**src/rmii_consts.svh**
```systemverilog
`ifndef RMII_CONSTS_SVH
`define RMII_CONSTS_SVH

// station address, first byte on the wire in bits 47:40
`define OWN_MAC 48'h02_00_5E_10_20_30

`define BCAST_MAC 48'hFF_FF_FF_FF_FF_FF

// dst mac + src mac + ethertype
`define HDR_BYTES 14

// good / bad frame counter width
`define CNT_W 16

`endif

```
**src/rmii_pkg.sv**
```systemverilog
package rmii_pkg;

    // one rmii transfer, rxd[0] is the earlier bit on the wire
    typedef logic [1:0] dibit_t;

    // packed payload word, first network byte in the top bits
    typedef logic [31:0] word_t;

    localparam dibit_t IDLE_DIBIT = 2'b00; // carrier up, no preamble yet
    localparam dibit_t PRE_DIBIT  = 2'b01; // 0x55 preamble, sent lsb first
    localparam dibit_t SFD_DIBIT  = 2'b11; // last dibit of 0xd5

    // ieee 802.3 crc-32, reflected form
    localparam logic [31:0] CRC_POLY = 32'hEDB8_8320;

    // register value left after clocking a frame plus its own fcs
    localparam logic [31:0] FCS_RESIDUE = 32'hDEBB_20E3;

endpackage

```
**src/bit_order.sv**
```systemverilog
`timescale 1ns/1ps

module bit_order (
    input  logic             clk_50mhz,
    input  logic             rst,
    input  logic             in_valid,
    input  rmii_pkg::dibit_t in_dibit,
    output logic             out_valid,
    output rmii_pkg::dibit_t out_dibit
);
    import rmii_pkg::*;

    logic [1:0] pos;     // dibit position within the byte
    logic [1:0] rem;     // replay dibits still to send
    dibit_t     cap [3]; // first three dibits of the byte being captured
    dibit_t     rep [3];
    logic       load;

    // last dibit of a byte goes straight out as the msb dibit
    assign load = in_valid && (pos == 2'd3);

    always_ff @(posedge clk_50mhz) begin
        if (rst) begin
            pos       <= 2'd0;
            rem       <= 2'd0;
            out_valid <= 1'b0;
        end else begin
            pos <= in_valid ? pos + 2'd1 : 2'd0;
            if (load) begin
                rem       <= 2'd3;
                out_valid <= 1'b1;
            end else if (rem != 2'd0) begin
                rem       <= rem - 2'd1;
                out_valid <= 1'b1;
            end else begin
                out_valid <= 1'b0;
            end
        end
    end

    always_ff @(posedge clk_50mhz) begin
        if (in_valid && pos != 2'd3) begin
            cap[pos] <= in_dibit;
        end
        if (load) begin
            out_dibit <= in_dibit;
            rep[0]    <= cap[0];
            rep[1]    <= cap[1];
            rep[2]    <= cap[2];
        end else if (rem != 2'd0) begin
            out_dibit <= rep[rem - 2'd1]; // rep[2] first, down to rep[0]
        end
    end

endmodule

```
**src/eth_rx_top.sv**
```systemverilog
`timescale 1ns/1ps
`include "rmii_consts.svh"

module eth_rx_top (
    input  logic              clk_50mhz,
    input  logic              rst,
    input  logic              crsdv,
    input  logic [1:0]        rxd,
    output logic              word_valid,
    output logic [31:0]       word_data,
    output logic [`CNT_W-1:0] good_frames,
    output logic [`CNT_W-1:0] bad_frames
);
    import rmii_pkg::*;

    logic   frame_valid;
    dibit_t frame_dibit;
    logic   ord_valid;
    dibit_t ord_dibit;
    logic   pay_valid;
    dibit_t pay_dibit;
    logic   accepted;
    logic   fcs_done;
    logic   fcs_kill;

    rmii_rx rmii_rx_i (
        .clk_50mhz   (clk_50mhz),
        .rst         (rst),
        .crsdv       (crsdv),
        .rxd         (rxd),
        .frame_valid (frame_valid),
        .frame_dibit (frame_dibit)
    );

    bit_order bit_order_i (
        .clk_50mhz (clk_50mhz),
        .rst       (rst),
        .in_valid  (frame_valid),
        .in_dibit  (frame_dibit),
        .out_valid (ord_valid),
        .out_dibit (ord_dibit)
    );

    frame_filter frame_filter_i (
        .clk_50mhz (clk_50mhz),
        .rst       (rst),
        .in_valid  (ord_valid),
        .in_dibit  (ord_dibit),
        .pay_valid (pay_valid),
        .pay_dibit (pay_dibit),
        .accepted  (accepted)
    );

    word_packer word_packer_i (
        .clk_50mhz  (clk_50mhz),
        .rst        (rst),
        .in_valid   (pay_valid),
        .in_dibit   (pay_dibit),
        .word_valid (word_valid),
        .word_data  (word_data)
    );

    // crc runs on the raw lsb-first stream, before any reordering
    fcs_check fcs_check_i (
        .clk_50mhz (clk_50mhz),
        .rst       (rst),
        .in_valid  (frame_valid),
        .in_dibit  (frame_dibit),
        .done      (fcs_done),
        .kill      (fcs_kill)
    );

    always_ff @(posedge clk_50mhz) begin
        if (rst) begin
            good_frames <= '0;
            bad_frames  <= '0;
        end else if (fcs_done && accepted) begin // filtered frames not counted
            if (fcs_kill) begin
                bad_frames <= bad_frames + 1'b1;
            end else begin
                good_frames <= good_frames + 1'b1;
            end
        end
    end

endmodule

```
**src/fcs_check.sv**
```systemverilog
`timescale 1ns/1ps

module fcs_check (
    input  logic             clk_50mhz,
    input  logic             rst,
    input  logic             in_valid,
    input  rmii_pkg::dibit_t in_dibit,
    output logic             done,
    output logic             kill
);
    import rmii_pkg::*;

    logic [31:0] crc;
    logic        prev_valid;
    logic [31:0] crc_base;
    logic        frame_end;

    // two bits per clock, rxd[0] first
    function automatic logic [31:0] crc_dibit(input logic [31:0] crc_in, input dibit_t d);
        logic [31:0] c;
        c = crc_in;
        for (int i = 0; i < 2; i++) begin
            if (c[0] ^ d[i]) begin
                c = (c >> 1) ^ CRC_POLY;
            end else begin
                c = c >> 1;
            end
        end
        return c;
    endfunction

    assign crc_base  = prev_valid ? crc : 32'hFFFF_FFFF; // preset on first dibit
    assign frame_end = prev_valid && !in_valid;

    always_ff @(posedge clk_50mhz) begin
        if (rst) begin
            prev_valid <= 1'b0;
            done       <= 1'b0;
            kill       <= 1'b0;
        end else begin
            prev_valid <= in_valid;
            done       <= frame_end;
            kill       <= frame_end && (crc != FCS_RESIDUE);
        end
    end

    always_ff @(posedge clk_50mhz) begin
        if (in_valid) begin
            crc <= crc_dibit(crc_base, in_dibit);
        end
    end

endmodule

```
**src/frame_filter.sv**
```systemverilog
`timescale 1ns/1ps
`include "rmii_consts.svh"

module frame_filter (
    input  logic             clk_50mhz,
    input  logic             rst,
    input  logic             in_valid,
    input  rmii_pkg::dibit_t in_dibit,
    output logic             pay_valid,
    output rmii_pkg::dibit_t pay_dibit,
    output logic             accepted
);
    import rmii_pkg::*;

    localparam int HDR_DIBITS = `HDR_BYTES * 4;
    localparam int MAC_DIBITS = 24;
    localparam int CNT_BITS   = $clog2(HDR_DIBITS + 1);

    localparam logic [47:0] OWN   = `OWN_MAC;
    localparam logic [47:0] BCAST = `BCAST_MAC;

    logic [CNT_BITS-1:0] cnt;    // dibits seen so far, sticks at HDR_DIBITS
    logic                own_ok;
    logic                bc_ok;
    logic                first;
    logic [47:0]         own_sh;
    logic [47:0]         bc_sh;
    dibit_t              own_exp;
    dibit_t              bc_exp;
    logic                own_hit;
    logic                bc_hit;

    // expected address dibit for the current position, msb first
    always_comb begin
        first   = (cnt == '0);
        own_sh  = OWN << {cnt, 1'b0};
        bc_sh   = BCAST << {cnt, 1'b0};
        own_exp = own_sh[47:46];
        bc_exp  = bc_sh[47:46];
        own_hit = (in_dibit == own_exp) && (first || own_ok);
        bc_hit  = (in_dibit == bc_exp) && (first || bc_ok);
    end

    always_ff @(posedge clk_50mhz) begin
        if (rst) begin
            cnt       <= '0;
            own_ok    <= 1'b0;
            bc_ok     <= 1'b0;
            accepted  <= 1'b0;
            pay_valid <= 1'b0;
        end else begin
            pay_valid <= in_valid && accepted && (cnt == HDR_DIBITS);
            if (!in_valid) begin
                cnt <= '0;
            end else begin
                if (cnt != HDR_DIBITS) begin
                    cnt <= cnt + 1'b1;
                end
                if (cnt < MAC_DIBITS) begin
                    own_ok <= own_hit;
                    bc_ok  <= bc_hit;
                end
                if (first) begin
                    accepted <= 1'b0; // new frame, forget the last verdict
                end else if (cnt == MAC_DIBITS - 1) begin
                    accepted <= own_hit || bc_hit;
                end
            end
        end
    end

    always_ff @(posedge clk_50mhz) begin
        pay_dibit <= in_dibit;
    end

endmodule

```
**src/rmii_rx.sv**
```systemverilog
`timescale 1ns/1ps

module rmii_rx (
    input  logic             clk_50mhz,
    input  logic             rst,
    input  logic             crsdv,
    input  rmii_pkg::dibit_t rxd,
    output logic             frame_valid,
    output rmii_pkg::dibit_t frame_dibit
);
    import rmii_pkg::*;

    typedef enum logic [1:0] {
        IDLE,
        PREAMBLE,
        DATA
    } state_t;

    state_t state;
    logic   skip; // preamble was broken, sit out the rest of this carrier

    always_ff @(posedge clk_50mhz) begin
        if (rst) begin
            state       <= IDLE;
            skip        <= 1'b0;
            frame_valid <= 1'b0;
        end else begin
            frame_valid <= (state == DATA) && crsdv;
            if (!crsdv) begin
                state <= IDLE; // carrier gone ends everything
                skip  <= 1'b0;
            end else begin
                case (state)
                    IDLE: begin
                        if (!skip) begin
                            if (rxd == PRE_DIBIT) begin
                                state <= PREAMBLE;
                            end else if (rxd != IDLE_DIBIT) begin
                                skip <= 1'b1;
                            end
                        end
                    end
                    PREAMBLE: begin
                        if (rxd == SFD_DIBIT) begin
                            state <= DATA; // next dibit is the first frame dibit
                        end else if (rxd != PRE_DIBIT) begin
                            state <= IDLE;
                            skip  <= 1'b1;
                        end
                    end
                    DATA: begin
                        state <= DATA; // held until crsdv drops
                    end
                    default: begin
                        state <= IDLE;
                    end
                endcase
            end
        end
    end

    // data path, qualified by frame_valid
    always_ff @(posedge clk_50mhz) begin
        frame_dibit <= rxd;
    end

endmodule

```
**src/word_packer.sv**
```systemverilog
`timescale 1ns/1ps

module word_packer (
    input  logic             clk_50mhz,
    input  logic             rst,
    input  logic             in_valid,
    input  rmii_pkg::dibit_t in_dibit,
    output logic             word_valid,
    output rmii_pkg::word_t  word_data
);
    import rmii_pkg::*;

    word_t      sh;    // shift register, msb first
    logic [3:0] cnt;   // dibits in the current word
    word_t      hold;  // last complete word, sent once another completes
    logic       held;
    logic       full;
    word_t      next_word;

    assign full      = in_valid && (cnt == 4'd15);
    assign next_word = {sh[29:0], in_dibit};

    always_ff @(posedge clk_50mhz) begin
        if (rst) begin
            cnt        <= 4'd0;
            held       <= 1'b0;
            word_valid <= 1'b0;
        end else begin
            word_valid <= full && held;
            if (!in_valid) begin
                cnt  <= 4'd0;
                held <= 1'b0; // fcs word and any tail are dropped here
            end else begin
                cnt <= cnt + 4'd1;
                if (full) begin
                    held <= 1'b1;
                end
            end
        end
    end

    always_ff @(posedge clk_50mhz) begin
        if (in_valid) begin
            sh <= next_word;
        end
        if (full) begin
            hold      <= next_word;
            word_data <= hold;
        end
    end

endmodule

```
**config.mk**
```make
export PLATFORM = sky130hd
export DESIGN_NAME = eth_rx_top
export DESIGN_NICKNAME = d
export VERILOG_FILES = /design/src/rmii_pkg.sv /design/src/bit_order.sv /design/src/eth_rx_top.sv /design/src/fcs_check.sv /design/src/frame_filter.sv /design/src/rmii_rx.sv /design/src/word_packer.sv
export VERILOG_INCLUDE_DIRS = /design/src /design/src/src
export SDC_FILE = /design/constraint.sdc
export NUM_CORES = 1
export LEC_CHECK = 0
export ABC_AREA = 0
export BUFFER_PORTS_ARGS = -buffer_cell sky130_fd_sc_hd__buf_4
export CORE_MARGIN = 1.5
export CORE_UTILIZATION = 41
export CTS_CLUSTER_SIZE = 14
export DETAILED_ROUTE_END_ITERATION = 8
export PLACE_DENSITY = 0.58
export SLEW_MARGIN = 30
export SYNTH_ARGS = -nofsm -noshare
export SYNTH_HDL_FRONTEND = slang
export SYNTH_HIERARCHICAL = 1
export SYNTH_SLANG_ARGS = --single-unit
```
**constraint.sdc**
```tcl
create_clock -name clk_50mhz -period 2.9 [get_ports clk_50mhz]
set_clock_uncertainty 0.2 [all_clocks]
set_input_delay 0.58 -clock clk_50mhz [delete_from_list [all_inputs] [get_ports clk_50mhz]]
set_output_delay 0.58 -clock clk_50mhz [all_outputs]
set_load 0.05 [all_outputs]
```
==> metrics.md, run 1 <==
| Metric | Value |
|---|---|
| Status | `complete, no violations` |
| Largest net degree at the start of global routing | `44` |
| Crit end category | `flip-flop` |
| Pleak | `3.38 nW` |
| Diodes inserted | `0` |
| Post-CTS Setup Bufs | `0` |
| # Max-Cap Violations | `0` |
| Utilization after layout | `0.504` |
| # H-tree levels | `1` |
| Worst-path maximum fanout | `18` |
| Cells after Synth | `540` |
| Post-synth top area share | `0.530` |
| Final period demand of the worst path | `2.11 ns` |
| Die Area | `20200 um2` |
| Synth cell count leaders | `140 x edfxtp_1, 64 x dfxtp_1, 42 x nor2_1` |
| Rows | `50` |
| CP arrival | `2.14 ns` |
| Fin Setup TNS | `0 ns` |
| Port Buffer Count | `69` |
| CTS Buf Count | `22` |
| TritonRoute pass-1 iters | `4` |
| CTS tree | `built` |
| Final period util | `0.726` |
| FFs w/ async S/R, synth | `0` |
| Nets@finish | `644` |
| Slowest cell on the critical path | `xnor3_1` |
| Crit path kind | `reg2reg` |
| Clk root buf | `clkbuf_16` |
| Final Max Slew Viols | `0` |
| Clock transition at path regs | `0.06 ns` |
| Net Count, Synth | `557` |
| DRC | `0` |
| Vias per cell | `4.82` |
| Aggregate global routing overflow | `0` |
| Max Clk Rate | `475 MHz` |
| Routed Antenna Nets | `0` |
| Clk_lat worst skew | `0.50 ns` |
| Post-synthesis area per instance | `14.7 um2` |
| Delay of the slowest cell on the worst path | `0.50 ns` |
| Post-Syn Area | `7930 um2` |
| Detailed Route WL | `12700 um` |
| Main flop type after synthesis | `edfxtp_1` |
| Hold WC Path Type | `in2reg` |
| CTS max path bufs | `3` |
| Pwr/cell area | `666 nW/um2` |
| Routability cong. | `0.774` |
| Placement Cell Area | `8740 um2` |
| Cells after DPL | `862` |
| Layout cell share with drive strength beyond 1 | `0.207` |
| RSZ-0062 raised after global routing | `no` |
| Relative slew slack | `0.509` |
| Initial Util | `0.421` |
| All-Layer GR Usage | `0.127` |
| IO Count | `70` |
| Startpoint Class | `flip-flop` |
| Setup WS pre-CTS | `0.773 ns` |
| Die width | `142 um` |
| Crit-path cells | `buf_4 > and2b_4 > xnor2_4 > xnor3_1` |
| Post-route cell area | `9490 um2` |
| Synth unique cells | `64` |
| Sequential share of the synthesized area | `0.692` |
| Dpl hpwl | `8270 um` |
| Layout Area Growth over Synthesis | `19.7%` |
| WP buf/inv | `1` |
| #FFs+latches synth | `204` |
| DR iter-0 viols | `203` |
| First-pass GRT wire length | `20700 um` |
| Post-route insts no fill | `903` |
| Critical Path RT | `2.94 ns` |
| Initial antenna violation count | `0` |
| Core box area | `18800 um2` |
| Leading cell type by number of instances after synthesis | `edfxtp_1` |
| Hold Vio Cnt, Final | `0` |
| Slew @ Worst Pin | `0.731 ns` |
| Fin worst setup slack | `0.794 ns` |
| Post-synth top area cell | `edfxtp_1` |
| Ys Warns | `6` |
| Die Y | `142 um` |
| Post-synth EDFFs | `140` |
| Post-DR wirelength/cell | `14.1 um` |
| Largest delay contributor family on the critical path | `XOR/XNOR gates` |
| Setup violators final | `0` |
| Total clock sinks | `204` |
| Post-cts sizing count | `0` |
| Vias in the first global route | `4231` |
| Synth top area cells | `edfxtp_1 53%, dfxtp_1 16%, xnor2_1 3.3%, xor2_1 2.2%, nor2_1 2.0%` |
| # fillers | `1587` |
| Vias | `4353` |
| Worst IR Drop VDD | `367 uV` |
[placed cells by master, fill, tap and decap left out, types with 3 or more instances in the layout]
master	n
edfxtp_1	140
buf_4	77
dfxtp_1	64
nor2_1	42
xnor2_1	30
clkbuf_16	22
nand2_1	20
xor2_1	20
nand3_1	16
nor2b_1	16
inv_1	15
nand2b_1	14
a21oi_1	13
ha_1	12
nor3_1	7
nand4_1	7
and2_1	7
o21ai_0	6
mux2i_1	6
xnor3_1	6
nor4_1	5
or3_1	5
and3_1	5
nand4b_1	5
o31ai_1	4
or4_1	4
a211oi_1	4
clkbuf_1	4
clkinv_1	4
and4_1	3
mux2_2	3
bufinv_16	3
[cell families after synthesis]
family	synth area share
AND/OR/NAND/NOR	0.133
AO/OA/AOI/OAI	0.0431
multiplexers	0.0118
flip-flops	0.692
buffers and inverters	0.0226
adder cells (fa/ha/maj)	0.0189
XOR/XNOR	0.0792
[path summary, 6_finish.rpt]
kind                                            to                               from  slack [ns]  cells after the start
setup / recovery     fcs_check_i/crc[19]$_DFFE_PP_  fcs_check_i/prev_valid$_SDFF_PP0_        0.79                      4
hold / removal    rmii_rx_i/frame_dibit[1]$_DFF_P_                             rxd[1]        0.03                      1
setup reg to reg     fcs_check_i/crc[19]$_DFFE_PP_  fcs_check_i/prev_valid$_SDFF_PP0_        0.79                      4
hold reg to reg    bit_order_i/rep[0][1]$_DFFE_PP_    bit_order_i/cap[0][1]$_DFFE_PP_        0.22                      0
[registers in the layout, summed over array words and instances (netlist names), 2 cells and up]
name                      count
fcs_check_i/crc              32
word_packer_i/hold           32
word_packer_i/word_data      32
word_packer_i/sh             30
bad_frames                   16
good_frames                  16
bit_order_i/cap               6
bit_order_i/rep               6
frame_filter_i/cnt            6
word_packer_i/cnt             4
bit_order_i/out_dibit         2
bit_order_i/pos               2
bit_order_i/rem               2
frame_filter_i/pay_dibit      2
rmii_rx_i/frame_dibit         2
rmii_rx_i/state               2
[metal layers]
| layer | wire length, um | vias to the layer above | global-route usage |
|---|---|---|---|
| li1 | - | 2138 | - |
| met1 | 5820 | 2105 | 0.168 |
| met2 | 5950 | 89 | 0.205 |
| met3 | 609 | 21 | 0.0269 |
| met4 | 308 | 0 | 0.0499 |
| met5 | 0 | - | 0 |
[final cells by class]
cell class	count	area, um2	area share
tap	260	325	0.0343
inverter	17	63.8	0.00672
timing repair buffer	79	608	0.0641
clock inverter	12	149	0.0157
clock buffer	28	593	0.0625
multi-input combinational	303	2270	0.239
sequential	204	5490	0.578
[power breakdown]
part	switching, mW	internal (mW)	leakage [nW]
combinational	0.144	0.147	1.23
sequential	0.0571	3.16	1.78
clock	1.10	1.72	0.362
total	1.30	5.03	3.38
[per-stage QoR]
stage               hold slack, ns  total power [mW]
floorplan                    0.200              3.50
global placement             0.201              3.56
detailed placement           0.205              3.57
CTS                        0.00770              6.41
global route                0.0106              6.57
finish                      0.0309              6.32
[worst register-to-register path, cell delays in order (launching register included)]
cell and delay (ns):
dfxtp_1 0.32, buf_4 0.19, and2b_4 0.20, xnor2_4 0.44, xnor3_1 0.50
[repair_timing]
action                                  in CTS  in global routing
hold buffers                                 1                  0
endpoints found under the hold margin        1                  0
endpoints found under the setup margin       0                  0
No activity file was read; power rests on OpenSTA's default activity.
==> run 2: changes to the inputs <==
- PLACE_DENSITY: 0.58 -> 0.55
- clock period: 2.9 -> 2.1 ns (I/O delays scaled with it)
==> run 2 against run 1 <==
Effect of this change: cell area increased by 0.54%; power increased by 35%; count of clock-buffer cells in the layout increased by 6; non-clock buffer count increased by 8; clock power increased by 31%; sequential power increased by 38%; sequential share of layout area decreased by 0.21 points; fmax increased by 8.7%; setup slack got worse by 0.63 ns; routed wire length increased by 3.0%.
==> metrics.md, run 2 (synthesis gave the netlist of run 1 again) <==
| Metric | Value |
|---|---|
| RR Endpoint | `good_frames[15]$_SDFFE_PP0P_` |
| CTS max path bufs | `3` |
| Setup WS pre-CTS | `0.167 ns` |
| Pleak | `3.40 nW` |
| CTS tree | `built` |
| Aggregate global routing overflow | `0` |
| Startpoint Class | `flip-flop` |
| Nets@finish | `652` |
| # H-tree levels | `1` |
| Die Area | `20200 um2` |
| Vias | `4348` |
| First-pass GRT wire length | `21100 um` |
| Fin worst setup slack | `0.162 ns` |
| Worst-path maximum fanout | `6` |
| Relative slew slack | `0.681` |
| Crit end category | `flip-flop` |
| Initial antenna violation count | `0` |
| Regs by FF count | `fcs_check_i/crc x32, word_packer_i/hold x32, word_packer_i/word_data x32` |
| Status | `complete, no violations` |
| # Max-Cap Violations | `0` |
| Fin Setup TNS | `0 ns` |
| DR iter-0 viols | `238` |
| Vias per cell | `4.77` |
| Slew @ Worst Pin | `0.476 ns` |
| Total clock sinks | `204` |
| RSZ-0062 raised after global routing | `no` |
| Initial Util | `0.421` |
| Layout Area Growth over Synthesis | `20.3%` |
| Final Max Slew Viols | `0` |
| Die width | `142 um` |
| CP arrival | `2.16 ns` |
| Hold Vio Cnt, Final | `0` |
| Clk_lat worst skew | `0.50 ns` |
| Pwr/cell area | `896 nW/um2` |
| Worst hold start | `word_packer_i/sh[28]$_DFFE_PP_` |
| Rows | `50` |
| Clk root buf | `clkbuf_16` |
| TritonRoute pass-1 iters | `4` |
| FF-to-FF path depth | `4` |
| Most frequent cells in the layout | `140 x edfxtp_1, 82 x buf_4, 56 x dfxtp_1` |
| Worst IR Drop VDD | `538 uV` |
| Layout cell share with drive strength beyond 1 | `0.227` |
| Detailed Route WL | `13100 um` |
| Die Y | `142 um` |
| Diodes inserted | `0` |
| Gate power share | `0.049` |
| Sw frac | `0.210` |
| Largest net degree at the start of global routing | `65` |
| Post-DR wirelength/cell | `14.3 um` |
| Clock transition at path regs | `0.06 ns` |
| # fillers | `1591` |
| Final period util | `0.923` |
| Core box area | `18800 um2` |
| Routability cong. | `0.757` |
| CTS Buf Count | `22` |
| Routed Antenna Nets | `0` |
| All-Layer GR Usage | `0.129` |
| Hold WC Path Type | `reg2reg` |
| Vias in the first global route | `4119` |
| Setup violators final | `0` |
| Seq pwr share | `0.520` |
| Worst R2R Start | `frame_filter_i/accepted$_SDFFE_PP0P_` |
| Post-CTS Setup Bufs | `0` |
| Crit path kind | `reg2reg` |
| Dpl hpwl | `8350 um` |
| WHS Endpoint | `word_packer_i/hold[30]$_DFFE_PP_` |
| Internal power | `6.76 mW` |
| DRC | `0` |
| IO Count | `70` |
| Critical Path RT | `2.32 ns` |
| Port Buffer Count | `69` |
| Hold path cells | `0` |
| Commonest non-fill, non-tap cell in the layout | `edfxtp_1` |
| Max Clk Rate | `516 MHz` |
| Net switching power | `1.79 mW` |
| Final period demand of the worst path | `1.94 ns` |
| R2R Setup Slk | `0.16 ns` |
| Clock share of power | `0.431` |
==> run 2: changes by cell type in the layout (fill, tap and decap cells not counted), sizes merged <==
cell,before,now
clkinvlp,0,2
buf,78,83
clkinv,9,4
bufinv,3,0
clkbuf,28,34
dlygate4sd3,1,4
==> run 2: worst max path at each step <==
stage,startpoint,to,slack [ns]
after floorplan,bad_frames[7]$_SDFFE_PP0P_,bad_frames[14]$_SDFFE_PP0P_,0.02
after detailed placement,frame_filter_i/accepted$_SDFFE_PP0P_,good_frames[15]$_SDFFE_PP0P_,0.17
after global placement,frame_filter_i/accepted$_SDFFE_PP0P_,good_frames[15]$_SDFFE_PP0P_,0.24
final,frame_filter_i/accepted$_SDFFE_PP0P_,good_frames[15]$_SDFFE_PP0P_,0.16
after global routing,frame_filter_i/accepted$_SDFFE_PP0P_,good_frames[15]$_SDFFE_PP0P_,0.02
after CTS,frame_filter_i/accepted$_SDFFE_PP0P_,good_frames[15]$_SDFFE_PP0P_,0.14
==> run 2: worst max-delay path, cell delays in order (launching register included) <==
cell	delay, ns
dfxtp_1	0.47
and3b_1	0.37
nand4_1	0.26
or3_1	0.40
a21oi_1	0.15
==> run 2: layout make-up <==
class | count | area [um2] | share of cell area
sequential | 204 | 5500 | 0.576
clock buffer | 34 | 666 | 0.0697
tap | 260 | 325 | 0.0341
clock inverter | 6 | 43.8 | 0.00459
inverter | 17 | 63.8 | 0.00669
multi-input combinational | 303 | 2270 | 0.238
timing repair buffer | 87 | 676 | 0.0708
==> run 2: what timing repair did <==
| action | 4_1_cts | 5_1_grt |
|---|---|---|
| endpoints found under the hold margin | 6 | 0 |
| endpoints found under the setup margin | 0 | 0 |
| resized for setup | 0 | 0 |
| hold buffers | 4 | 0 |
==> run 2: power groups by stage <==
stage	logic (mW)	registers, mW	clock network [mW]
3_3_place_gp	0.399	4.53	0
6_report	0.418	4.45	3.69
4_1_cts	0.422	4.45	3.80
5_1_grt	0.475	4.46	3.96
2_1_floorplan	0.340	4.50	0
3_5_place_dp	0.413	4.54	0
==> run 2: routing by layer <==
layer  vias up  wire length (um)  track usage
met5         -                 0            0
li1       2151                 -            -
met2        74              6050        0.206
met4         0               274       0.0418
met1      2100              6200        0.178
met3        23               550       0.0259
==> run 2: metrics by stage <==
step,total power [mW],utilization,std cells,cell area (um2),hold slack (ns)
detailed placement,4.95,0.467,867,8790,0.205
CTS,8.68,0.507,911,9540,0.217
global route,8.90,0.507,911,9540,0.221
finish,8.55,0.507,911,9540,0.212
floorplan,4.84,-,540,7950,0.200
global placement,4.93,0.467,867,8790,0.202
==> run 3: changes to the inputs <==
- BUFFER_PORTS_ARGS: -buffer_cell sky130_fd_sc_hd__buf_4 -> default
- CTS_BUF_LIST: default -> sky130_fd_sc_hd__clkbuf_4 sky130_fd_sc_hd__clkbuf_8
- DONT_BUFFER_PORTS: default -> 1
- PLACE_DENSITY: 0.55 -> 0.52
==> run 3 against run 2 <==
Effect of this change: combinational power fell by 3%; cell count fell by 2.0%; critical endpoint is now fcs_check_i/crc[20]$_DFFE_PP_; power fell by 2.7%.
==> metrics.md, run 3 (synthesis gave the netlist of run 1 again) <==
| Metric | Value |
|---|---|
| CTS max path bufs | `3` |
| Startpoint Class | `flip-flop` |
| Post-route insts no fill | `893` |
| CTS tree | `built` |
| Die width | `142 um` |
| Dpl hpwl | `8540 um` |
| Setup violators final | `0` |
| Post-route cell area | `9240 um2` |
| Initial Util | `0.421` |
| Rows | `50` |
| Hold Vio Cnt, Final | `0` |
| Critical Path RT | `2.14 ns` |
| DRC | `0` |
| Clock transition at path regs | `0.06 ns` |
| Total clock sinks | `204` |
| Worst IR Drop VDD | `345 uV` |
| Layout Area Growth over Synthesis | `16.4%` |
| Clk root buf | `clkbuf_8` |
| Aggregate global routing overflow | `0` |
| Clk_lat worst skew | `0.51 ns` |
| Final period demand of the worst path | `1.93 ns` |
| Worst-path maximum fanout | `14` |
| Vias in the first global route | `4295` |
| Routed Antenna Nets | `0` |
| # Max-Cap Violations | `0` |
| Core box area | `18800 um2` |
| Crit path kind | `reg2reg` |
| Final Max Slew Viols | `0` |
| Setup WS pre-CTS | `0.140 ns` |
| Overall power | `8.32 mW` |
| Diodes inserted | `0` |
| Most frequent cells in the layout | `140 x edfxtp_1, 56 x dfxtp_1, 42 x nor2_1` |
| Cells after DPL | `826` |
| RSZ-0062 raised after global routing | `no` |
| First-pass GRT wire length | `21600 um` |
| Slew @ Worst Pin | `0.592 ns` |
| # H-tree levels | `2` |
| Relative slew slack | `0.605` |
| Regs by FF count | `fcs_check_i/crc x32, word_packer_i/hold x32, word_packer_i/word_data x32` |
| Port Buffer Count | `0` |
| Layout cell share with drive strength beyond 1 | `0.202` |
| Nets@finish | `624` |
| Initial antenna violation count | `0` |
| Vias | `4300` |
| DR iter-0 viols | `209` |
| Post-DR wirelength/cell | `14.8 um` |
| Crit end category | `flip-flop` |
| Largest net degree at the start of global routing | `52` |
| Commonest non-fill, non-tap cell in the layout | `edfxtp_1` |
| Vias per cell | `4.82` |
| Pleak | `3.22 nW` |
| Detailed Route WL | `13200 um` |
| All-Layer GR Usage | `0.135` |
| CTS Buf Count | `35` |
| Status | `complete, no violations` |
| TritonRoute pass-1 iters | `4` |
| Fin Setup TNS | `0 ns` |
| Routability cong. | `0.770` |
| IO Count | `70` |
| Pwr/cell area | `901 nW/um2` |
| Placement Cell Area | `8500 um2` |
| Die Y | `142 um` |
| CP arrival | `1.98 ns` |
| Max Clk Rate | `517 MHz` |
| Fin worst setup slack | `0.166 ns` |
| Final period util | `0.921` |
| Hold WC Path Type | `in2reg` |
| Die Area | `20200 um2` |
==> run 3: changes by cell type in the layout (fill, tap and decap cells not counted), sizes merged <==
cell | previous run | this run
buf | 83 | 43
clkbuf | 34 | 48
dlygate4sd3 | 4 | 3
bufinv | 0 | 1
inv | 17 | 18
clkinv | 4 | 12
clkinvlp | 2 | 1
==> run 3: worst paths after layout <==
check                           cells past startpoint                                     to  slack [ns]                             start
worst max-delay path                                3          fcs_check_i/crc[20]$_DFFE_PP_        0.17  fcs_check_i/crc[1]$_SDFFCE_PN1P_
worst min-delay path                                2             bad_frames[1]$_SDFFE_PP0P_        0.04                               rst
worst max register to register                      3          fcs_check_i/crc[20]$_DFFE_PP_        0.17  fcs_check_i/crc[1]$_SDFFCE_PN1P_
worst min register to register                      0  word_packer_i/word_data[21]$_DFFE_PP_        0.22  word_packer_i/hold[21]$_DFFE_PP_
==> run 3: critical path, stage by stage, from the launching register on <==
cell and delay (ns):
edfxtp_1 0.34, and2b_4 0.21, xnor2_4 0.43, xnor3_1 0.49
==> run 3: cell type report <==
class | instances | area (um2)
inverters | 17 | 63.8
clock inverters | 15 | 93.8
fillers | 1642 | 9600
multi-input cells | 303 | 2270
repair buffers | 46 | 390
flip-flops and latches | 204 | 5500
well taps | 260 | 325
clock buffers | 48 | 592
==> run 3: routing by layer <==
| metal | vias to the layer above | part of all wire | GRT usage |
|---|---|---|---|
| met4 | 0 | 0.023 | 0.0559 |
| met1 | 2084 | 0.45 | 0.169 |
| met2 | 87 | 0.47 | 0.216 |
| met5 | - | 0 | 0 |
| li1 | 2100 | - | - |
| met3 | 29 | 0.061 | 0.0437 |
==> run 3: what timing repair did <==
item / in CTS / in global routing
endpoints found under the hold margin: 56 / 0
hold buffers: 4 / 0
gates resized for setup: 0 / 0
buffers inserted: 0 / 0
==> run 3: metrics by stage <==
stage | hold WS (ns) | utilization
2_1_floorplan | 0.200 | -
5_1_grt | 0.0198 | 0.490
6_report | 0.0358 | 0.490
4_1_cts | 0.00810 | 0.490
3_5_place_dp | 0.205 | 0.451
3_3_place_gp | 0.201 | 0.451
==> run 3: power by group <==
group          internal, mW  switching (mW)  leakage [nW]  total, mW
Sequential             4.36          0.0888          1.79       4.45
Clock                  1.95            1.51         0.359       3.46
Combinational         0.205           0.202          1.08      0.407
